===== config.mk =====
export PLATFORM = sky130hd
export DESIGN_NAME = llc_lookup
export DESIGN_NICKNAME = d
export VERILOG_FILES = /design/src/common/llc_mem_pkg.sv /design/src/common/llc_req_pkg.sv /design/src/verilog/llc_lookup.sv
export VERILOG_INCLUDE_DIRS = /design/src /design/src/common
export SDC_FILE = /design/constraint.sdc
export NUM_CORES = 1
export LEC_CHECK = 0
export CAP_MARGIN = 20
export CORE_AREA = 2 2 476 478
export DETAILED_ROUTE_END_ITERATION = 8
export DIE_AREA = 0 0 478 480
export DONT_BUFFER_PORTS = 1
export PLACE_DENSITY = 0.3
export REMOVE_ABC_BUFFERS = 1
export SLEW_MARGIN = 20
export SYNTH_ARGS = -nofsm -noshare
export SYNTH_HDL_FRONTEND = slang
export SYNTH_SLANG_ARGS = --single-unit

===== constraint.sdc =====
create_clock -name clk -period 13.8 [get_ports clk]
set_clock_uncertainty 0.05 [all_clocks]
set_input_delay 2.07 -clock clk [delete_from_list [all_inputs] [get_ports clk]]
set_output_delay 2.07 -clock clk [all_outputs]
set_load 0.02 [all_outputs]

===== src/common/llc_defines.svh =====
`ifndef LLC_DEFINES_SVH
`define LLC_DEFINES_SVH

// number of ways, kept even so ways pair up in one RAM
`define LLC_WAYS 4

`define LLC_WAY_BITS $clog2(`LLC_WAYS)

// set index and derived set count
`define LLC_SET_BITS 6

`define LLC_SETS (1 << `LLC_SET_BITS)

// high set bits that pick a RAM bank
`define LLC_BANK_BITS 1

`define LLC_BANKS (1 << `LLC_BANK_BITS)

`define LLC_TAG_BITS 16

`define LLC_LINE_BITS 128

// one bit per sharing cache
`define LLC_SHARERS 16

`endif


===== src/common/llc_mem_pkg.sv =====
`include "llc_defines.svh"

package llc_mem_pkg;

    typedef logic [`LLC_SET_BITS-1:0] llc_set_t;

    typedef logic [`LLC_WAY_BITS-1:0] llc_way_t;

    typedef logic [`LLC_TAG_BITS-1:0] llc_tag_t;

    typedef logic [`LLC_LINE_BITS-1:0] line_t;

    typedef logic [`LLC_SHARERS-1:0] sharers_t;

    typedef logic [3:0] owner_t;

    // data or instruction access
    typedef logic hprot_t;

    // invalid must stay zero, the sweep writes an all-zero entry
    typedef enum logic [2:0] {
        LLC_INVALID   = 3'd0,
        LLC_VALID     = 3'd1,
        LLC_SHARED    = 3'd2,
        LLC_EXCLUSIVE = 3'd3,
        LLC_MODIFIED  = 3'd4
    } llc_state_t;

    // one stored entry per set and way
    typedef struct packed {
        line_t      line;
        llc_tag_t   tag;
        llc_state_t state;
        logic       dirty;
        owner_t     owner;
        sharers_t   sharers;
        hprot_t     hprot;
    } llc_entry_t;

endpackage


===== src/common/llc_req_pkg.sv =====
package llc_req_pkg;

    import llc_mem_pkg::*;

    typedef enum logic {
        LLC_OP_LOOKUP = 1'b0,
        LLC_OP_FILL   = 1'b1
    } llc_op_t;

    // request toward the lookup unit
    // entry only matters for a fill, its tag field is not used
    typedef struct packed {
        llc_op_t    op;
        llc_set_t   set;
        llc_tag_t   tag;
        llc_entry_t entry;
    } llc_req_t;

    // lookup: hit entry, or on a miss the evict way's entry
    // fill: previous contents of the way that was written
    typedef struct packed {
        logic       hit;
        llc_way_t   way;
        llc_entry_t entry;
    } llc_rsp_t;

endpackage


===== src/verilog/llc_lookup.sv =====
`include "llc_defines.svh"

module llc_lookup import llc_mem_pkg::*, llc_req_pkg::*; (
    input  logic                          clk,
    input  logic                          rst_n,
    input  llc_req_t                      req,
    input  logic                          req_valid,
    output logic                          req_ready,
    output llc_rsp_t                      rsp,
    output logic                          rsp_valid,
    input  logic                          rsp_ready,
    output logic                          rd_en,
    output llc_set_t                      rd_set,
    input  llc_entry_t [`LLC_WAYS-1:0]    rd_entries,
    input  llc_way_t                      rd_evict_way,
    output logic                          wr_en,
    output llc_set_t                      wr_set,
    output llc_way_t                      wr_way,
    output llc_entry_t                    wr_entry,
    output llc_way_t                      wr_evict_way
);

    typedef enum logic [2:0] {
        ST_SWEEP,
        ST_IDLE,
        ST_READ,
        ST_COMPARE,
        ST_RESPOND
    } lookup_state_t;

    lookup_state_t state;
    lookup_state_t state_next;

    llc_req_t req_q;
    llc_set_t sweep_set;
    llc_way_t sweep_way;
    logic sweep_last;

    logic [`LLC_WAYS-1:0] hit_vec;
    logic hit;
    llc_way_t hit_way;
    llc_way_t sel_way;
    llc_way_t evict_next;
    llc_entry_t fill_entry;

    assign req_ready = (state == ST_IDLE);
    assign rsp_valid = (state == ST_RESPOND);
    assign rd_en = (state == ST_READ);
    assign rd_set = req_q.set;

    assign sweep_last = (sweep_set == llc_set_t'(`LLC_SETS - 1)) &&
                        (sweep_way == llc_way_t'(`LLC_WAYS - 1));

    // tag compare on the data returned for the set
    always_comb begin
        hit_way = '0;
        for (int w = 0; w < `LLC_WAYS; w++) begin
            hit_vec[w] = (rd_entries[w].state != LLC_INVALID) &&
                         (rd_entries[w].tag == req_q.tag);
            if (hit_vec[w]) begin
                hit_way = llc_way_t'(w);
            end
        end
    end

    assign hit = |hit_vec;
    assign sel_way = hit ? hit_way : rd_evict_way;

    // round robin pointer that moves only on a miss
    assign evict_next = (rd_evict_way == llc_way_t'(`LLC_WAYS - 1)) ? '0 : rd_evict_way + 1'b1;

    always_comb begin
        fill_entry = req_q.entry;
        fill_entry.tag = req_q.tag;
    end

    always_comb begin
        if (state == ST_SWEEP) begin
            // sweep writes start once reset is released
            wr_en = rst_n;
            wr_set = sweep_set;
            wr_way = sweep_way;
            wr_entry = '0;
            wr_entry.state = LLC_INVALID;
            wr_evict_way = '0;
        end else begin
            wr_en = (state == ST_COMPARE) && (req_q.op == LLC_OP_FILL);
            wr_set = req_q.set;
            wr_way = sel_way;
            wr_entry = fill_entry;
            wr_evict_way = hit ? rd_evict_way : evict_next;
        end
    end

    always_comb begin
        state_next = state;
        case (state)
            ST_SWEEP: begin
                if (sweep_last) begin
                    state_next = ST_IDLE;
                end
            end
            ST_IDLE: begin
                if (req_valid) begin
                    state_next = ST_READ;
                end
            end
            ST_READ: state_next = ST_COMPARE;
            ST_COMPARE: state_next = ST_RESPOND;
            ST_RESPOND: begin
                if (rsp_ready) begin
                    state_next = ST_IDLE;
                end
            end
            default: state_next = ST_SWEEP;
        endcase
    end

    always_ff @(posedge clk or negedge rst_n) begin
        if (!rst_n) begin
            state <= ST_SWEEP;
            sweep_set <= '0;
            sweep_way <= '0;
        end else begin
            state <= state_next;
            if (state == ST_SWEEP) begin
                if (sweep_way == llc_way_t'(`LLC_WAYS - 1)) begin
                    sweep_way <= '0;
                    sweep_set <= sweep_set + 1'b1;
                end else begin
                    sweep_way <= sweep_way + 1'b1;
                end
            end
        end
    end

    // request and response payload
    always_ff @(posedge clk) begin
        if (req_valid && req_ready) begin
            req_q <= req;
        end
        if (state == ST_COMPARE) begin
            rsp.hit <= hit;
            rsp.way <= sel_way;
            rsp.entry <= rd_entries[sel_way];
        end
    end

    // fills only ever place a tag once per set
    a_single_hit: assert property (@(posedge clk) disable iff (!rst_n)
        (state == ST_COMPARE) |-> $onehot0(hit_vec))
        else $error("llc_lookup: more than one way hit in set %0d", req_q.set);

    a_rsp_stable: assert property (@(posedge clk) disable iff (!rst_n)
        (rsp_valid && !rsp_ready) |=> (rsp_valid && $stable(rsp)))
        else $error("llc_lookup: response changed while held");

endmodule


==> flow_summary.ini <==
[run_status]
status = complete, no violations

[detailed_routing]
dr_total_vias = 11800
finalWirelength_um = 119000
ant_nets = 0
initialDrtViolationCount = 598
vias_per_cell = 2.70
first_pass_iters = 4
wl_per_cell_um = 27.1
drc = 0

[clock_network]
path_clk_slew_ns = 0.06
cts_root_buffer = clkbuf_16
insertion_delay_ns = 0.67
cts_buffers = 49
postCtsSetupBuffers = 0
ctsResizeCount = 0
hold_buffers = 0
clockBufferDepth = 3
cts.htree.levels = 2
clkSinkCount = 359
cts_tree = built

[die]
die_x_um = 478
start_util_pct = 8.45
dieArea_um2 = 229000
die_h_um = 480
core_area_um2 = 224000
io_pins = 1235
placementRows = 174

[worst_setup_path]
r2r_start = fill_entry[27]
crit_type = in2reg
crit_fanout = 81
critPathLaunch = rd_entries[534]
cp.required_ns = 14.10
worstSetupStartpointType = primary input
r2r-end = rsp[157]
cp-endpoint = rsp[157]
reg2reg_depth = 10
cp-end-kind = flip-flop
critPathArrivalTime_ns = 7.37
rrSetupSlack_ns = 7.46

[power_and_ir_drop]
sequentialPowerShare_pct = 39.8
combPwrFrac_pct = 27.0
p_sw_w = 0.00164
power.internal_w = 0.00240
pwr-share-clk_pct = 33.2
p_total_w = 0.00404
power_density_nw_per_um2 = 169
peakVddDrop_uv = 123
leakage_nw = 8.17
swShare_pct = 40.5

[cells_and_area]
nets = 2179
final_util_pct = 10.7
syn2layout_area_growth_pct = 26.2
nFillCells = 25400
drive_gt1_share_pct = 7.45
multiInputGateArea_um2 = 7520
seq_area_um2 = 10700

[grt]
grt.overflow.total = 0
grt_pass1_vias = 12800
antenna_found_initial = 66
grt_pass1_wl_um = 145000
track_usage_pct = 9.81
grt_start_max_net_pins = 145

[timing]
worstMarginPinSlew_ns = 1.18
whs_ns = 0.476
period_minus_slack_ns = 7.07
hold_violations = 0
rsz0062_at_grt = no
maxSlewHeadroom_pct = 21.0
setup_viol_count_final = 0
clock.fmax_mhz = 141
slew_violations = 0
fin_crit_sh_pct = 51.2
setup-tns-final_ns = 0

[synth]
synth-edff-count = 348
async_flop_share_pct = 3.06
synth.avg_cell_area_um2 = 14.2
ys_ff_latch = 359
synth_seq_area_share_pct = 56.7
syn_inst = 1334
syn-cell-area_um2 = 18900
yosysMostFrequentCell = mux2i_1
synth_area_leaders = edfxtp_1 (55%), mux2i_1 (27%), and2_1 (5.7%)
synth_top_area_cell = edfxtp_1
synth_flop_cell = edfxtp_1
synthDistinctLibCells = 42
synth_warnings = 0
yosys-top-cells-count = mux2i_1 (508), edfxtp_1 (348), and2_1 (171)
synth_top_area_share_pct = 55.2

[flow_run]
drv_cap = 0

[place]
portBuffers = 0
place.gp.congestion = 0.906
dpl.hpwl_um = 101000

[hold_path]
hold_depth = 2
hold_class = reg2reg
-- power groups by stage --
stage          clock [W]  combinational [W]  sequential (W)
5_1_grt          0.00144            0.00118         0.00163
4_1_cts          0.00141            0.00115         0.00163
3_3_place_gp           0            0.00114         0.00165
6_report         0.00134            0.00109         0.00161
3_5_place_dp           0            0.00114         0.00165
2_1_floorplan          0           0.000841         0.00156
-- flip-flops by register name, indices dropped and copies added, names as in the netlist --
signal / count
rd_set: 6
sweep_way: 2
fill_entry: 169
req_q: 1
rsp: 172
sweep_set: 6
state: 3
-- how the worst min path moves through the flow --
stage                  from      endpoint  slack (ns)
5_1_grt        sweep_set[5]  sweep_set[5]        0.52
3_3_place_gp   sweep_set[3]  sweep_set[3]        0.47
2_1_floorplan  sweep_set[5]  sweep_set[5]        0.41
3_5_place_dp   sweep_way[1]  sweep_way[1]        0.46
6_report       sweep_way[1]  sweep_way[1]        0.48
4_1_cts        sweep_way[1]  sweep_way[1]        0.48
-- critical path: stages --
cell      delay, ns
xnor2_1        0.64
nand3_1        0.15
nor3_1         0.38
o2bb2a_1       0.29
a21bo_4        0.83
buf_4          0.66
buf_6          0.72
buf_6          0.75
mux2i_1        0.44
mux2i_1        0.13
-- logic make-up (layout without fill, tap and decap cells) --
| group | count (synthesis) | count (layout) | synth area share (%) |
|---|---|---|---|
| multiplexers | 510 | 510 | 27.0 |
| flip-flops | 359 | 359 | 56.7 |
| AND/OR/NAND/NOR | 277 | 277 | 8.57 |
| buffers and inverters | 103 | 111 | 3.81 |
| XOR/XNOR | 69 | 69 | 3.19 |
| AO/OA/AOI/OAI | 13 | 13 | 0.595 |
| adder cells (fa/ha/maj) | 3 | 3 | 0.198 |
| other | 0 | 36 | 0 |
-- through the flow --
stage / std cells / setup WS (ns) / instance area [µm²]
after floorplan: 1233 / -1.22 / 18200
after global placement: 4243 / 5.40 / 22200
after detailed placement: 4243 / 5.37 / 22200
after CTS: 4334 / 6.10 / 23800
after global routing: 4356 / 6.41 / 23900
final: 4370 / 6.73 / 23900
-- cells in the final DEF, fill, tap and decap left out, drive strengths merged, types with 5 or more instances in the layout --
| master | Yosys | layout |
|---|---|---|
| and2 | 171 | 171 |
| xor2 | 49 | 49 |
| clkbuf | 42 | 55 |
| diode | 0 | 36 |
| edfxtp | 348 | 348 |
| xnor2 | 20 | 20 |
| nand3 | 6 | 6 |
| dfrtp | 11 | 11 |
| buf | 59 | 18 |
| nor3 | 11 | 11 |
| nand2 | 30 | 30 |
| mux2i | 508 | 508 |
| clkinvlp | 0 | 5 |
| nor4 | 17 | 17 |
| bufinv | 0 | 6 |
| nand4 | 10 | 10 |
| nor2 | 16 | 16 |
| clkinv | 0 | 23 |
-- area by class of cell --
type / instances / area share, %
Sequential cell: 359 / 44.9
Tap cell: 2992 / 15.7
Clock buffer: 55 / 5.22
Inverter: 2 / 0.0314
Timing Repair Buffer: 18 / 0.717
Antenna cell: 36 / 0.377
Multi-Input combinational cell: 872 / 31.5
Clock inverter: 36 / 1.63
-- routing by layer --
metal  up-vias  wire [µm]  GRT usage [%]
li1       4952          -              -
met1      5747      37700           9.00
met2       885      65400           19.3
met3       194      10400           3.71
met4        32       4920           3.68
met5         -        218              0
Note: power is estimated with default switching activity, not from simulation.
